`src/hw/acq_pkg.sv`:
```
/*
  acquisition definitions
  widths, operating modes, sequencer states, sequence entry and result record
*/
package acq_pkg;

  localparam int REG_W        = 32;   // register / data word
  localparam int SEQ_ENTRIES  = 4;    // programmable sequence entries
  localparam int SEQ_N_W      = 3;    // sequence length field
  localparam int AZMUX_W      = 4;    // azero mux select
  localparam int PC_SW_W      = 2;    // precharge switches
  localparam int COUNT_W      = 24;   // precharge / aperture counters
  localparam int SERIAL_W     = 24;   // sample serial in the record
  localparam int RESULT_DEPTH = 4;    // fifo depth, also initial credits
  localparam int LEVEL_W      = 3;    // fifo level 0..depth

  // operating mode, cr bits 2:0
  typedef enum logic [2:0] {
    MODE_DIRECT = 3'd0,     // outputs from the direct register
    MODE_SEQ    = 3'd6      // sequencer with mocked conversion
  } mode_e;

  typedef enum logic [1:0] {
    ST_IDLE        = 2'd0,
    ST_PRECHARGE   = 2'd1,
    ST_APERTURE    = 2'd2,
    ST_WAIT_CREDIT = 2'd3   // aperture done, fifo has no room
  } seq_state_e;

  // one sequence entry, low bits of a seq register
  typedef struct packed {
    logic [PC_SW_W-1:0] pc_sw;    // bits 5:4
    logic [AZMUX_W-1:0] azmux;    // bits 3:0
  } seq_entry_t;

  // result record, one per sample
  typedef struct packed {
    logic [SERIAL_W-1:0] serial;      // samples since trigger rose
    logic [AZMUX_W-1:0]  azmux;
    logic                first;       // sample index 0
    logic [SEQ_N_W-1:0]  sample_idx;
  } result_t;

endpackage

```
`src/hw/spi_pkg.sv`:
```
/*
  spi definitions
  frame widths, chip-select codes, register map and status magic
*/
package spi_pkg;

  localparam int CMD_W   = 8;                       // write bit + 7 bit address
  localparam int FRAME_W = CMD_W + acq_pkg::REG_W;  // command then data word

  localparam logic [7:0] STATUS_MAGIC = 8'hAA;

  // chip-select vector codes
  typedef enum logic [2:0] {
    CS_DEASSERT   = 3'd0,
    CS_FPGA       = 3'd1,     // register bank in the fpga
    CS_4094       = 3'd2,
    CS_INVERT_DAC = 3'd3,
    CS_MDAC       = 3'd4
  } cs_vec_e;

  // register map
  typedef enum logic [6:0] {
    REG_CR        = 7'h01,    // mode in bits 2:0
    REG_DIRECT    = 7'h02,
    REG_STATUS    = 7'h03,    // read only
    REG_PRECHARGE = 7'h04,
    REG_APERTURE  = 7'h05,
    REG_SEQ_N     = 7'h06,
    REG_SEQ0      = 7'h07,
    REG_SEQ1      = 7'h08,
    REG_SEQ2      = 7'h09,
    REG_SEQ3      = 7'h0A,
    REG_RESULT    = 7'h0B     // read pops the fifo head
  } reg_addr_e;

endpackage

```
`src/hw/spi_bus_if.sv`:
```
/*
  register access bus
  spi slave issues read / write strobes, register bank returns read data
*/
`timescale 1ns/10ps

interface spi_bus_if;

  logic                      wr;      // pulse, addr + wdata valid
  logic                      rd;      // pulse after the command byte
  spi_pkg::reg_addr_e        addr;
  logic [acq_pkg::REG_W-1:0] wdata;
  logic [acq_pkg::REG_W-1:0] rdata;   // valid the cycle after rd

  modport slave
  (
    output wr, rd, addr, wdata,
    input  rdata
  );

  modport bank
  (
    input  wr, rd, addr, wdata,
    output rdata
  );

endinterface

```
`src/hw/dmm_top.sv`:
```
/*
  bench-meter control core
  chip-select decode, spi line muxing, register bank, sequencer, result fifo
  and registered mode select onto the board outputs
*/
`timescale 1ns/10ps

module dmm_top
(
  input  logic       CLK,
  input  logic       rst_i,
  input  logic       SCK,
  input  logic       SDI,
  output logic       SDO,
  input  logic [2:0] spi_cs_vec_i,
  output logic       spi_glb_clk_o,
  output logic       spi_glb_mosi_o,
  output logic       spi_4094_strobe_o,
  output logic       spi_invert_dac_ss_o,
  output logic       spi_iso_cs_o,
  input  logic [3:0] hw_flags_i,
  input  logic       sa_trig_i,
  output logic [3:0] leds_o,
  output logic [7:0] monitor_o,
  output logic [1:0] pc_sw_o,
  output logic [3:0] azmux_o,
  output logic       spi_interrupt_o
);

  logic                          fpga_sel;
  acq_pkg::mode_e                mode;
  logic [acq_pkg::REG_W-1:0]     direct;
  logic [acq_pkg::COUNT_W-1:0]   precharge;
  logic [acq_pkg::COUNT_W-1:0]   aperture;
  logic [acq_pkg::SEQ_N_W-1:0]   seq_n;
  acq_pkg::seq_entry_t [acq_pkg::SEQ_ENTRIES-1:0] seq;
  logic [acq_pkg::LEVEL_W-1:0]   level;
  acq_pkg::result_t              head;
  acq_pkg::result_t              record;
  logic                          pop;
  logic                          push;
  logic                          credit_ret;
  logic                          running;
  logic [3:0]                    sa_leds;
  logic [7:0]                    sa_monitor;
  logic [1:0]                    sa_pc_sw;
  logic [3:0]                    sa_azmux;

  ////////////////////////////////////////
  // chip select decode

  assign fpga_sel            = (spi_cs_vec_i == spi_pkg::CS_FPGA);
  assign spi_glb_clk_o       = fpga_sel ? 1'b1 : SCK;     // park high for fpga access
  assign spi_glb_mosi_o      = fpga_sel ? 1'b1 : SDI;
  assign spi_4094_strobe_o   = (spi_cs_vec_i == spi_pkg::CS_4094);            // active high
  assign spi_invert_dac_ss_o = (spi_cs_vec_i != spi_pkg::CS_INVERT_DAC);      // active low
  assign spi_iso_cs_o        = (spi_cs_vec_i != spi_pkg::CS_MDAC);            // active low

  spi_bus_if u_spi_bus ();

  spi_slave u_spi_slave
  (
    .CLK(CLK), .rst_i(rst_i), .sck_i(SCK), .sdi_i(SDI), .cs_i(fpga_sel),
    .sdo_o(SDO), .bus(u_spi_bus)
  );

  reg_bank u_reg_bank
  (
    .CLK(CLK), .rst_i(rst_i), .bus(u_spi_bus), .hw_flags_i(hw_flags_i),
    .running_i(running), .level_i(level), .head_i(head), .pop_o(pop),
    .mode_o(mode), .direct_o(direct), .precharge_o(precharge),
    .aperture_o(aperture), .seq_n_o(seq_n), .seq_o(seq)
  );

  seq_acq u_seq_acq
  (
    .CLK(CLK), .rst_i(rst_i), .trig_i(sa_trig_i),
    .enable_i(mode == acq_pkg::MODE_SEQ), .precharge_i(precharge),
    .aperture_i(aperture), .seq_n_i(seq_n), .seq_i(seq),
    .credit_ret_i(credit_ret), .push_o(push), .record_o(record),
    .azmux_o(sa_azmux), .pc_sw_o(sa_pc_sw), .running_o(running),
    .leds_o(sa_leds), .monitor_o(sa_monitor)
  );

  result_fifo u_result_fifo
  (
    .CLK(CLK), .rst_i(rst_i), .push_i(push), .record_i(record), .pop_i(pop),
    .head_o(head), .level_o(level), .credit_ret_o(credit_ret)
  );

  ////////////////////////////////////////
  // mode select, registered board outputs

  always_ff @(posedge CLK)
  begin
    if (rst_i)
    begin
      leds_o          <= '0;
      monitor_o       <= '0;
      pc_sw_o         <= '0;
      azmux_o         <= '0;
      spi_interrupt_o <= 1'b0;
    end
    else
    begin
      case (mode)
        acq_pkg::MODE_DIRECT:
        begin
          leds_o          <= direct[3:0];
          monitor_o       <= direct[11:4];
          pc_sw_o         <= direct[13:12];
          azmux_o         <= direct[17:14];
          spi_interrupt_o <= direct[18];
        end
        acq_pkg::MODE_SEQ:
        begin
          leds_o          <= sa_leds;
          monitor_o       <= sa_monitor;
          pc_sw_o         <= sa_pc_sw;
          azmux_o         <= sa_azmux;
          spi_interrupt_o <= (level != '0);   // results waiting
        end
        default:                              // unused modes, all low
        begin
          leds_o          <= '0;
          monitor_o       <= '0;
          pc_sw_o         <= '0;
          azmux_o         <= '0;
          spi_interrupt_o <= 1'b0;
        end
      endcase
    end
  end

endmodule

```
`src/hw/reg_bank.sv`:
```
/*
  control register bank
  writable parameters, status word, result fifo readout with pop
*/
`timescale 1ns/10ps

module reg_bank
(
  input  logic                          CLK,
  input  logic                          rst_i,
  spi_bus_if.bank                       bus,
  input  logic [3:0]                    hw_flags_i,
  input  logic                          running_i,
  input  logic [acq_pkg::LEVEL_W-1:0]   level_i,
  input  acq_pkg::result_t              head_i,
  output logic                          pop_o,
  output acq_pkg::mode_e                mode_o,
  output logic [acq_pkg::REG_W-1:0]     direct_o,
  output logic [acq_pkg::COUNT_W-1:0]   precharge_o,
  output logic [acq_pkg::COUNT_W-1:0]   aperture_o,
  output logic [acq_pkg::SEQ_N_W-1:0]   seq_n_o,
  output acq_pkg::seq_entry_t [acq_pkg::SEQ_ENTRIES-1:0] seq_o
);

  logic [acq_pkg::REG_W-1:0] cr_q;
  logic [acq_pkg::REG_W-1:0] direct_q;
  logic [acq_pkg::REG_W-1:0] precharge_q;
  logic [acq_pkg::REG_W-1:0] aperture_q;
  logic [acq_pkg::REG_W-1:0] seq_n_q;
  logic [acq_pkg::REG_W-1:0] seq_q [acq_pkg::SEQ_ENTRIES];
  logic [acq_pkg::REG_W-1:0] status_w;
  logic [acq_pkg::REG_W-1:0] rd_word;

  ////////////////////////////////////////
  // register writes

  always_ff @(posedge CLK)
  begin
    if (rst_i)
    begin
      cr_q        <= '0;          // direct mode
      direct_q    <= '0;
      precharge_q <= '0;
      aperture_q  <= '0;
      seq_n_q     <= '0;
      seq_q       <= '{default: '0};
    end
    else if (bus.wr)
    begin
      case (bus.addr)
        spi_pkg::REG_CR:        cr_q        <= bus.wdata;
        spi_pkg::REG_DIRECT:    direct_q    <= bus.wdata;
        spi_pkg::REG_PRECHARGE: precharge_q <= bus.wdata;
        spi_pkg::REG_APERTURE:  aperture_q  <= bus.wdata;
        spi_pkg::REG_SEQ_N:     seq_n_q     <= bus.wdata;
        default: ;              // status, result are read only
      endcase
      for (int i = 0; i < acq_pkg::SEQ_ENTRIES; i++)
        if (bus.addr == spi_pkg::reg_addr_e'(spi_pkg::REG_SEQ0 + i))
          seq_q[i] <= bus.wdata;
    end
  end

  assign mode_o      = acq_pkg::mode_e'(cr_q[2:0]);
  assign direct_o    = direct_q;
  assign precharge_o = precharge_q[acq_pkg::COUNT_W-1:0];
  assign aperture_o  = aperture_q[acq_pkg::COUNT_W-1:0];
  assign seq_n_o     = seq_n_q[acq_pkg::SEQ_N_W-1:0];

  always_comb
  begin
    for (int i = 0; i < acq_pkg::SEQ_ENTRIES; i++)
      seq_o[i] = acq_pkg::seq_entry_t'(seq_q[i][$bits(acq_pkg::seq_entry_t)-1:0]);
  end

  // status: running 23, seq_n 22:20, level 18:16, flags 11:8, magic 7:0
  assign status_w = {8'h00, running_i, seq_n_o, 1'b0, level_i,
                     4'h0, hw_flags_i, spi_pkg::STATUS_MAGIC};

  ////////////////////////////////////////
  // readback

  always_comb
  begin
    rd_word = '0;               // unknown address reads zero
    case (bus.addr)
      spi_pkg::REG_CR:        rd_word = cr_q;
      spi_pkg::REG_DIRECT:    rd_word = direct_q;
      spi_pkg::REG_STATUS:    rd_word = status_w;
      spi_pkg::REG_PRECHARGE: rd_word = precharge_q;
      spi_pkg::REG_APERTURE:  rd_word = aperture_q;
      spi_pkg::REG_SEQ_N:     rd_word = seq_n_q;
      spi_pkg::REG_RESULT:    rd_word = (level_i != '0) ? head_i : '0;   // empty reads 0
      default: ;
    endcase
    for (int i = 0; i < acq_pkg::SEQ_ENTRIES; i++)
      if (bus.addr == spi_pkg::reg_addr_e'(spi_pkg::REG_SEQ0 + i))
        rd_word = seq_q[i];
  end

  // captured on rd, head taken before the pop advances it
  always_ff @(posedge CLK)
  begin
    if (bus.rd)
      bus.rdata <= rd_word;
  end

  assign pop_o = bus.rd && (bus.addr == spi_pkg::REG_RESULT) && (level_i != '0);

endmodule

```
`src/hw/result_fifo.sv`:
```
/*
  result fifo, four records deep
  circular buffer between sequencer and register bank, returns a credit per pop
*/
`timescale 1ns/10ps

module result_fifo
(
  input  logic                        CLK,
  input  logic                        rst_i,
  input  logic                        push_i,       // only with a credit held
  input  acq_pkg::result_t            record_i,
  input  logic                        pop_i,
  output acq_pkg::result_t            head_o,       // valid while level nonzero
  output logic [acq_pkg::LEVEL_W-1:0] level_o,
  output logic                        credit_ret_o
);

  acq_pkg::result_t mem [acq_pkg::RESULT_DEPTH];
  logic [$clog2(acq_pkg::RESULT_DEPTH)-1:0] wr_ptr;
  logic [$clog2(acq_pkg::RESULT_DEPTH)-1:0] rd_ptr;
  logic do_pop;

  assign do_pop = pop_i && (level_o != '0);   // ignore pop on empty

  always_ff @(posedge CLK)
  begin
    if (push_i)
      mem[wr_ptr] <= record_i;
  end

  // pointers wrap naturally, depth is a power of two
  always_ff @(posedge CLK)
  begin
    if (rst_i)
    begin
      wr_ptr  <= '0;
      rd_ptr  <= '0;
      level_o <= '0;
    end
    else
    begin
      if (push_i)
        wr_ptr <= wr_ptr + 1'b1;
      if (do_pop)
        rd_ptr <= rd_ptr + 1'b1;
      case ({push_i, do_pop})
        2'b10:   level_o <= level_o + 1'b1;
        2'b01:   level_o <= level_o - 1'b1;
        default: ;        // push + pop keeps level
      endcase
    end
  end

  assign head_o       = mem[rd_ptr];
  assign credit_ret_o = do_pop;

endmodule

```
`src/hw/seq_acq.sv`:
```
/*
  sequence acquisition controller
  steps azmux / precharge switches through the sequence, times precharge and
  aperture with a mocked conversion, pushes one record per sample on credit
*/
`timescale 1ns/10ps

module seq_acq
(
  input  logic                          CLK,
  input  logic                          rst_i,
  input  logic                          trig_i,
  input  logic                          enable_i,     // mode is sequence
  input  logic [acq_pkg::COUNT_W-1:0]   precharge_i,
  input  logic [acq_pkg::COUNT_W-1:0]   aperture_i,
  input  logic [acq_pkg::SEQ_N_W-1:0]   seq_n_i,
  input  acq_pkg::seq_entry_t [acq_pkg::SEQ_ENTRIES-1:0] seq_i,
  input  logic                          credit_ret_i,
  output logic                          push_o,
  output acq_pkg::result_t              record_o,
  output logic [acq_pkg::AZMUX_W-1:0]   azmux_o,
  output logic [acq_pkg::PC_SW_W-1:0]   pc_sw_o,
  output logic                          running_o,
  output logic [3:0]                    leds_o,
  output logic [7:0]                    monitor_o
);

  acq_pkg::seq_state_e            state;
  acq_pkg::seq_entry_t            entry;        // current sequence entry
  logic [acq_pkg::COUNT_W-1:0]    cnt;          // phase cycles remaining - 1
  logic [acq_pkg::COUNT_W-1:0]    pre_load;
  logic [acq_pkg::COUNT_W-1:0]    ap_load;
  logic [acq_pkg::SEQ_N_W-1:0]    idx;
  logic [acq_pkg::SEQ_N_W-1:0]    last_idx;
  logic [acq_pkg::SERIAL_W-1:0]   serial;
  logic [acq_pkg::LEVEL_W-1:0]    credits;      // free fifo slots
  logic                           run;
  logic                           sample_done;

  assign run      = trig_i & enable_i;
  assign pre_load = (precharge_i == '0) ? '0 : precharge_i - 1'b1;   // 0 acts as 1
  assign ap_load  = (aperture_i == '0) ? '0 : aperture_i - 1'b1;
  assign last_idx = (seq_n_i == '0) ? '0 : seq_n_i - 1'b1;
  assign entry    = seq_i[idx[$clog2(acq_pkg::SEQ_ENTRIES)-1:0]];

  // aperture end with room, or credit back while waiting
  assign sample_done = run && (credits != '0) &&
                       ((state == acq_pkg::ST_APERTURE && cnt == '0) ||
                        state == acq_pkg::ST_WAIT_CREDIT);

  ////////////////////////////////////////
  // sample fsm, trigger low returns to idle

  always_ff @(posedge CLK)
  begin
    if (rst_i || !run)
    begin
      state  <= acq_pkg::ST_IDLE;
      cnt    <= '0;
      idx    <= '0;
      serial <= '0;
    end
    else
    begin
      case (state)
        acq_pkg::ST_IDLE:
        begin
          state <= acq_pkg::ST_PRECHARGE;
          cnt   <= pre_load;
        end
        acq_pkg::ST_PRECHARGE:
        begin
          if (cnt == '0)
          begin
            state <= acq_pkg::ST_APERTURE;
            cnt   <= ap_load;
          end
          else
            cnt <= cnt - 1'b1;
        end
        default:                // aperture or waiting on credit
        begin
          if (sample_done)
          begin
            state  <= acq_pkg::ST_PRECHARGE;
            cnt    <= pre_load;
            idx    <= (idx >= last_idx) ? '0 : idx + 1'b1;   // wrap
            serial <= serial + 1'b1;
          end
          else if (cnt == '0)
            state <= acq_pkg::ST_WAIT_CREDIT;   // hold switches
          else
            cnt <= cnt - 1'b1;
        end
      endcase
    end
  end

  // credits: one out per push, one back per fifo pop
  always_ff @(posedge CLK)
  begin
    if (rst_i)
      credits <= acq_pkg::RESULT_DEPTH[acq_pkg::LEVEL_W-1:0];
    else
    begin
      case ({push_o, credit_ret_i})
        2'b10:   credits <= credits - 1'b1;
        2'b01:   credits <= credits + 1'b1;
        default: ;
      endcase
    end
  end

  assign push_o              = sample_done;
  assign record_o.serial     = serial;
  assign record_o.azmux      = entry.azmux;
  assign record_o.first      = (idx == '0);
  assign record_o.sample_idx = idx;

  assign running_o = (state != acq_pkg::ST_IDLE);
  assign azmux_o   = running_o ? entry.azmux : '0;
  assign pc_sw_o   = (state == acq_pkg::ST_APERTURE || state == acq_pkg::ST_WAIT_CREDIT) ?
                     entry.pc_sw : '0;    // closed only in aperture
  assign leds_o    = {running_o, record_o.first, idx[1:0]};
  assign monitor_o = {3'b000, state, idx};

endmodule

```
`src/hw/spi_slave.sv`:
```
/*
  spi mode 0 slave, oversampled on CLK
  8 bit command (write flag + address) then 32 bit data, msb first
*/
`timescale 1ns/10ps

module spi_slave
(
  input  logic     CLK,
  input  logic     rst_i,
  input  logic     sck_i,
  input  logic     sdi_i,
  input  logic     cs_i,      // high while the fpga is selected
  output logic     sdo_o,
  spi_bus_if.slave bus
);

  logic [1:0] sck_sync;
  logic [1:0] sdi_sync;
  logic       sck_d;          // previous synced sck
  logic       sck_rise;
  logic       sck_fall;
  logic [$clog2(spi_pkg::FRAME_W+1)-1:0] bit_cnt;   // bits received in frame
  logic [spi_pkg::CMD_W-2:0] cmd_sr;                // first 7 command bits
  logic [acq_pkg::REG_W-1:0] tx_sr;                 // read word, shifted out
  logic       is_write;
  logic       rd_q;           // rdata lands this cycle

  ////////////////////////////////////////
  // synchronizers and edge detect

  always_ff @(posedge CLK)
  begin
    if (rst_i)
    begin
      sck_sync <= '0;
      sdi_sync <= '0;
      sck_d    <= 1'b0;
    end
    else
    begin
      sck_sync <= {sck_sync[0], sck_i};
      sdi_sync <= {sdi_sync[0], sdi_i};
      sck_d    <= sck_sync[1];
    end
  end

  assign sck_rise = sck_sync[1] & ~sck_d;
  assign sck_fall = ~sck_sync[1] & sck_d;

  ////////////////////////////////////////
  // frame control, cleared while deselected

  always_ff @(posedge CLK)
  begin
    if (rst_i || !cs_i)
    begin
      bit_cnt  <= '0;       // partial frame aborted
      is_write <= 1'b0;
      bus.rd   <= 1'b0;
      bus.wr   <= 1'b0;
      rd_q     <= 1'b0;
      tx_sr    <= '0;
      sdo_o    <= 1'b0;
    end
    else
    begin
      bus.rd <= 1'b0;
      bus.wr <= 1'b0;
      rd_q   <= bus.rd;
      if (rd_q)
        tx_sr <= bus.rdata;                     // load read word
      if (sck_rise && bit_cnt < spi_pkg::FRAME_W)
      begin
        bit_cnt <= bit_cnt + 1'b1;
        if (bit_cnt == spi_pkg::CMD_W - 1)      // last command bit
        begin
          is_write <= cmd_sr[spi_pkg::CMD_W-2];
          bus.rd   <= ~cmd_sr[spi_pkg::CMD_W-2];
        end
        if (bit_cnt == spi_pkg::FRAME_W - 1)    // last data bit
          bus.wr <= is_write;
      end
      // miso changes on falling sck during the data phase only
      if (sck_fall && bit_cnt >= spi_pkg::CMD_W)
      begin
        if (bit_cnt < spi_pkg::FRAME_W)
        begin
          sdo_o <= tx_sr[acq_pkg::REG_W-1];
          tx_sr <= {tx_sr[acq_pkg::REG_W-2:0], 1'b0};
        end
        else
          sdo_o <= 1'b0;    // frame complete
      end
    end
  end

  // command / data shifting, sampled on rising sck
  always_ff @(posedge CLK)
  begin
    if (sck_rise && cs_i)
    begin
      if (bit_cnt < spi_pkg::CMD_W - 1)
        cmd_sr <= {cmd_sr[spi_pkg::CMD_W-3:0], sdi_sync[1]};
      else if (bit_cnt == spi_pkg::CMD_W - 1)
        bus.addr <= spi_pkg::reg_addr_e'({cmd_sr[spi_pkg::CMD_W-3:0], sdi_sync[1]});
      else if (bit_cnt < spi_pkg::FRAME_W)
        bus.wdata <= {bus.wdata[acq_pkg::REG_W-2:0], sdi_sync[1]};  // full at wr
    end
  end

endmodule

```
`config.mk`:
```
export PLATFORM = sky130hd
export DESIGN_NAME = dmm_top
export DESIGN_NICKNAME = d
export VERILOG_FILES = /design/src/hw/acq_pkg.sv /design/src/hw/spi_pkg.sv /design/src/hw/spi_bus_if.sv /design/src/hw/dmm_top.sv /design/src/hw/reg_bank.sv /design/src/hw/result_fifo.sv /design/src/hw/seq_acq.sv /design/src/hw/spi_slave.sv
export SDC_FILE = /design/constraint.sdc
export NUM_CORES = 1
export LEC_CHECK = 0
export BUFFER_PORTS_ARGS = -buffer_cell sky130_fd_sc_hd__buf_2
export CAP_MARGIN = 5
export CORE_MARGIN = 2
export CORE_UTILIZATION = 50
export CTS_CLUSTER_SIZE = 10
export DETAILED_ROUTE_END_ITERATION = 8
export PLACE_DENSITY = 0.66
export SETUP_SLACK_MARGIN = 0.2
export SYNTH_ARGS = -nofsm -noshare
export SYNTH_HDL_FRONTEND = slang
export SYNTH_SLANG_ARGS = --single-unit
```
`constraint.sdc`:
```
create_clock -name CLK -period 5.1 [get_ports CLK]
set_input_delay 0.51 -clock CLK [delete_from_list [all_inputs] [get_ports CLK]]
set_output_delay 0.51 -clock CLK [all_outputs]
set_load 0.02 [all_outputs]
```
# Word level (Yosys, flattened, before mapping)
# Memories as Yosys holds them, arrays and structs flattened. A register that Yosys moved wholly into a read port is not among the register bits.
# Index checks and enable logic that the tools add are counted.
[totals]
in_bits = 12
mem_count = 1
latchBits = 0
romBits = 0
ramBits = 128
wordCells = 175
register_bits = 496
output_inout_bits = 25
[memory_table]
columns = ["memory", "words", "word_bits", "read_ports", "rd_clocked_by_memory_dff", "write_ports", "line", "rtl"]
rows = [
  ["u_result_fifo.mem", 4, 32, 1, 1, 1, "result_fifo.sv:19", "acq_pkg::result_t mem [acq_pkg::RESULT_DEPTH];"],
]
[op_classes]
n_lt_le_gt_ge = 5
n_shift = 0
n_eq_ne = 25
mul = 0
reduce_logical = 45
add_sub_neg = 13
bitwise = 11
div = 0
n_mux = 39
[op_table]
columns = ["op", "n"]
rows = [
  ["two-way mux 32 bit", 8],
  ["case mux 32 bit (7 select lines)", 1],
  ["two-way mux 24 bit", 5],
  ["zero test 24 bit", 3],
  ["subtractor 24 x 1 -> 24 bit, second input constant", 3],
  ["case mux 24 bit (2 select lines)", 1],
  ["== test 7 x 3 -> 1 bit, second input constant", 4],
  ["== test 7 x 4 -> 1 bit, second input constant", 4],
  ["AND reduction 2 bit", 13],
  ["adder 24 x 1 -> 24 bit, second input constant", 1],
  ["case mux 4 bit (2 select lines)", 2],
  ["case mux 8 bit (2 select lines)", 1],
  ["== test 7 x 2 -> 1 bit, second input constant", 2],
  ["binary-select mux 6 bit (select 2 bit)", 1],
  ["two-way mux 2 bit", 6],
  ["case mux 3 bit (2 select lines)", 2],
  ["adder 3 x 1 -> 3 bit, second input constant", 3],
  ["logical AND 1 bit", 9],
  ["zero test 3 bit", 3],
  ["nonzero test 3 bit", 3],
  ["subtractor 3 x 1 -> 3 bit, second input constant", 3],
  ["inverter 1 bit", 8],
  ["case mux 2 bit (2 select lines)", 2],
  ["== test 7 x 1 -> 1 bit, second input constant", 1],
  ["other kinds (32)", 49],
]

# Longest topological paths before layout
[depth]
depth_word = 7
depth_mapped = 13
depth_no_buf = 13

# Cells and area by module
# A second synthesis with hierarchy kept.
[hier_totals]
cells_unflattened = 2965
area_unflattened_um2 = 28827.6
[by_module_without_submodules]
columns = ["module", "n_inst", "area_each_um2", "cells_each"]
rows = [
  ["reg_bank", 1, 14889.3, 1861],
  ["result_fifo", 1, 5094.9, 213],
  ["seq_acq", 1, 4425.5, 564],
  ["spi_slave", 1, 3729.8, 274],
  ["dmm_top", 1, 688.2, 53],
]

# Worst setup path before layout
# OpenSTA, ideal clock, no wires.
[synth_path]
kind = "input to register"
from = "input port spi_cs_vec_i[2]"
to = "register u_spi_slave.bus.wdata[0], enable pin"
t_required_ns = 4.639
path_slack_ns = 1.332
path_stages = 2
arrival_time_ns = 3.307
setup_time_ns = 0.461
cell_sequence = "or3b_2 nor3_1"
[synth_via]
elab_chain_len = 3
[synth_lines]
columns = ["element", "line", "rtl"]
rows = [
  ["start: declaration", "dmm_top.sv:15", "input logic [2:0] spi_cs_vec_i,"],
  ["== test 3 x 1 -> 1 bit", "dmm_top.sv:52", "assign fpga_sel = (spi_cs_vec_i == spi_pkg::CS_FPGA);"],
  ["logical AND 1 bit", "spi_slave.sv:101", "if (sck_rise && cs_i)"],
  ["AND reduction 4 bit (no source line)", "n/a", ""],
  ["end signal: assignment", "spi_slave.sv:108", "bus.wdata <= {bus.wdata[acq_pkg::REG_W-2:0], sdi_sync[1]};"],
  ["end: declaration", "spi_bus_if.sv:17", "output wr, rd, addr, wdata,"],
]
# Every way passes these cells.
# A chain may end at the register's enable or synchronous reset.

# Worst setup path after layout
[layout_path]
from = "register u_spi_slave.bus.addr[0]"
to = "register u_reg_bank.bus.rdata[17] (data pin)"
[layout_via]
elab_chain_len = 6
elab_cells_between_ends = 16
[layout_lines]
columns = ["element", "line", "rtl"]
rows = [
  ["start: declaration", "spi_bus_if.sv:17", ""],
  ["start signal: assignment", "spi_slave.sv:106", "bus.addr <= spi_pkg::reg_addr_e'({cmd_sr[spi_pkg::CMD_W-3:0], sdi_sync[1]});"],
  ["== test 7 x 4 -> 1 bit, or another cell as far along", "reg_bank.sv:86", "case (bus.addr)"],
  ["case mux 32 bit (7 select lines)", "reg_bank.sv:86", ""],
  ["two-way mux 32 bit (3 in series)", "reg_bank.sv:97", "if (bus.addr == spi_pkg::reg_addr_e'(spi_pkg::REG_SEQ0 + i))"],
  ["two-way mux 32 bit *", "reg_bank.sv:97", ""],
  ["via u_reg_bank.rd_word, one bit", "reg_bank.sv:32", "logic [acq_pkg::REG_W-1:0] rd_word;"],
  ["end signal: assignment", "reg_bank.sv:105", "bus.rdata <= rd_word;"],
  ["end: declaration", "spi_bus_if.sv:24", "output rdata"],
]
# The timed path passes the listed nets; every way through them passes the cells marked *.

==> flow_metrics.py <==
metrics = {
    "synth": {
        "yosysSeqAreaShare_pct": 54.2,
        "synth_area_um2": 26900,
        "synthXorXnorAreaFrac_pct": 2.73,
        "yosys.area.top_type_share_pct": 31.2,
        "synth_compound_area_share_pct": 14.6,
        "synth.area.mux_share_pct": 5.61,
        "ys_seq_elements": 626,
        "yosys-top-cells-count": "nand2_1, dfxtp_1, a21oi_1",
        "yosysMostFrequentCell": "nand2_1",
        "synth_nets": 2898,
        "synth-edff-count": 206,
        "yosysWarnings": 0,
        "synth.avg_cell_area_um2": 9.40,
        "synth_top_family_by_area": "simple AND/OR/NAND/NOR gates",
        "async_flop_share_pct": 0,
        "synth_fa_ha_area_share_pct": 1.08,
        "synthSimpleGateAreaFrac_pct": 18.0,
        "synth_top_area_cell": "dfxtp_1",
        "synthDistinctLibCells": 69,
        "synthFlopType": "dfxtp_1",
        "synth_area_leaders": "dfxtp_1, edfxtp_1, nand2_1",
        "syn-instance-count": 2864,
    },
    "clock_tree": {
        "htreeDepth": 3,
        "clock_path_buffers": 3,
        "cts_tree": "done",
        "cts_sinks": 626,
        "clock_latency_ns": 0.63,
        "cts_hold_buf": 0,
        "cts-root-buf": "clkbuf_16",
        "cts_resized": 0,
        "cts_buffers": 74,
        "post-cts-setup-buffers": 0,
        "path_clk_slew_ns": 0.05,
    },
    "power": {
        "p_leak_uw": 0.00981,
        "p_per_area_nw_per_um2": 338,
        "ir_worst_vdd_uv": 268,
    },
    "route": {
        "drtPass1Iterations": 6,
        "wl_per_cell_um": 24.8,
        "wirelength_um": 88100,
        "first_iter_violations": 3116,
        "vias_per_cell": 6.28,
        "ant_nets": 0,
        "drc_errors": 0,
        "vias": 22253,
    },
    "finish": {
        "drive_gt1_share_pct": 9.13,
        "diodes": 0,
        "multiInputGateArea_um2": 11400,
        "synthToLayoutAreaGrowth_pct": 10.3,
        "final_util_pct": 55.6,
        "seq_area_um2": 14600,
        "nNetsFinal": 2828,
        "fillers": 4695,
    },
    "setup_path": {
        "worstSetupPathType": "register to register",
        "crit_path_start_kind": "register",
        "critPathMaxFanout": 16,
        "cp.arrival_ns": 4.16,
        "crit_path_end_kind": "register",
        "critPathRequiredTime_ns": 5.40,
    },
    "global_route": {
        "overflow": 0,
        "track_usage_pct": 31.1,
        "grt_pass1_wl_um": 132000,
        "use_met3_pct": 7.05,
        "antenna_found_initial": 2,
        "top_usage_layer": "met2",
        "first_global_vias": 20869,
        "grt_max_degree": 153,
        "met1_usage_pct": 43.9,
        "met2_usage_pct": 45.7,
    },
    "sta": {
        "rsz0062_at_grt": "no",
        "min_period_ns": 3.86,
        "fin_crit_sh_pct": 75.6,
        "hold_violations": 0,
        "slew_viol_final": 0,
        "skew_ns": 0.0352,
        "max_slew_margin_pct": 22.9,
        "finalSetupViolCount": 0,
        "worst_pin_slew_ns": 1.16,
        "fmax_ghz": 0.259,
        "fin_setup_tns_ns": 0,
    },
    "die": {
        "die_h_um": 236,
        "core_area_um2": 53500,
        "start_util_pct": 50.3,
        "die_area_um2": 55700,
        "num_rows": 85,
        "die_w_um": 236,
        "ios": 37,
    },
    "placement": {
        "dp_hpwl_um": 57400,
        "place.gp.congestion": 0.937,
        "portBuffers": 36,
    },
    "run": {
        "maxCapViolCount": 0,
    },
    "run_status": {
        "status": "finished clean",
    },
    "worst_hold_path": {
        "min_path_type": "input pin to register",
    },
}
sequential cells by signal, summed over array words and instances (netlist names), 32 cells and up, named ones only:
register                flops
u_reg_bank.seq_q          104
u_spi_slave.bus.wdata      32
u_reg_bank.bus.rdata       32
u_reg_bank.direct_o        32
u_result_fifo.mem         128
u_spi_slave.tx_sr          32
u_reg_bank.aperture_q      32
u_reg_bank.precharge_q     32
u_reg_bank.cr_q            32
u_reg_bank.seq_n_q         32
cells by family after synthesis:
group                      Yosys count
AOI/OAI and AO/OA                  661
xor gates and xnor gates            84
adders and majority gates           22
buffers and inverters              261
DFF                                626
muxes                               98
and+or+nand+nor                   1112
metal layers:
metal,vias up,routed length (um)
li1,9933,-
met4,2,4250
met3,243,10000
met5,-,13
met2,1294,38100
met1,10781,35700
worst paths after layout:
kind / startpoint / endpoint / slack [ns] / cells after the start
setup reg to reg: u_spi_slave.bus.addr[0] / u_reg_bank.bus.rdata[17] / 1.24 / 8
hold reg to reg: u_spi_slave.cmd_sr[6] / u_spi_slave.bus.rd / 0.44 / 1
setup / recovery: u_spi_slave.bus.addr[0] / u_reg_bank.bus.rdata[17] / 1.24 / 8
hold / removal: SCK / u_spi_slave.sck_sync[0] / 0.14 / 2
metrics by stage:
step / area, um2 / worst slack (ns) / cells / total power, uW / hold WS, ns
2_1_floorplan: 26900 / 1.33 / 2864 / 5270 / 0.414
3_3_place_gp: 27500 / 1.53 / 3414 / 5290 / 0.426
3_5_place_dp: 27500 / 1.42 / 3414 / 5290 / 0.426
4_1_cts: 29700 / 1.39 / 3544 / 10100 / 0.123
5_1_grt: 29700 / 1.08 / 3544 / 10300 / 0.132
6_report: 29700 / 1.24 / 3544 / 10000 / 0.136
power by group:
part	switching [uW]	internal [uW]
registers	1.45	5120
logic	56.7	12.0
clock network	2000	2850
total	2060	7980
cell type report:
| cell class | instances | share of cell area [%] |
|---|---|---|
| Clock buffer | 126 | 7.10 |
| Clock inverter | 4 | 0.202 |
| Inverter | 29 | 0.366 |
| Multi-Input combinational cell | 1977 | 38.3 |
| Sequential cell | 626 | 49.1 |
| Tap cell | 696 | 2.93 |
| Timing Repair Buffer | 86 | 1.95 |
worst max-delay path, cell delays in order (launching register included):
cell,delay [ns]
edfxtp_1,0.66
buf_4,0.32
nor2_1,0.20
and3_1,0.64
a21oi_1,0.28
nor2_1,0.06
a2111oi_0,0.93
buf_4,0.26
o221ai_1,0.18
cells in the final DEF (no fill, tap or decap), types with 15 or more instances in the layout:
master,synthesis,final
a211oi_1,43,43
a21oi_1,375,374
a22o_1,16,16
a22oi_1,56,56
a31oi_1,16,16
and2_1,17,17
and3_1,20,15
buf_2,1,35
buf_4,0,49
clkbuf_1,217,48
clkbuf_16,0,76
dfxtp_1,420,417
edfxtp_1,206,206
ha_1,20,20
inv_1,28,28
mux2i_1,44,44
mux4_2,41,41
nand2_1,695,692
nand3_1,35,34
nand4_1,18,18
nor2_1,157,156
nor3_1,41,37
nor3b_1,20,20
nor4_1,27,26
o21ai_0,58,58
o22ai_1,19,19
xnor2_1,48,48
xor2_1,36,36
(Power assumes the default switching activity.)
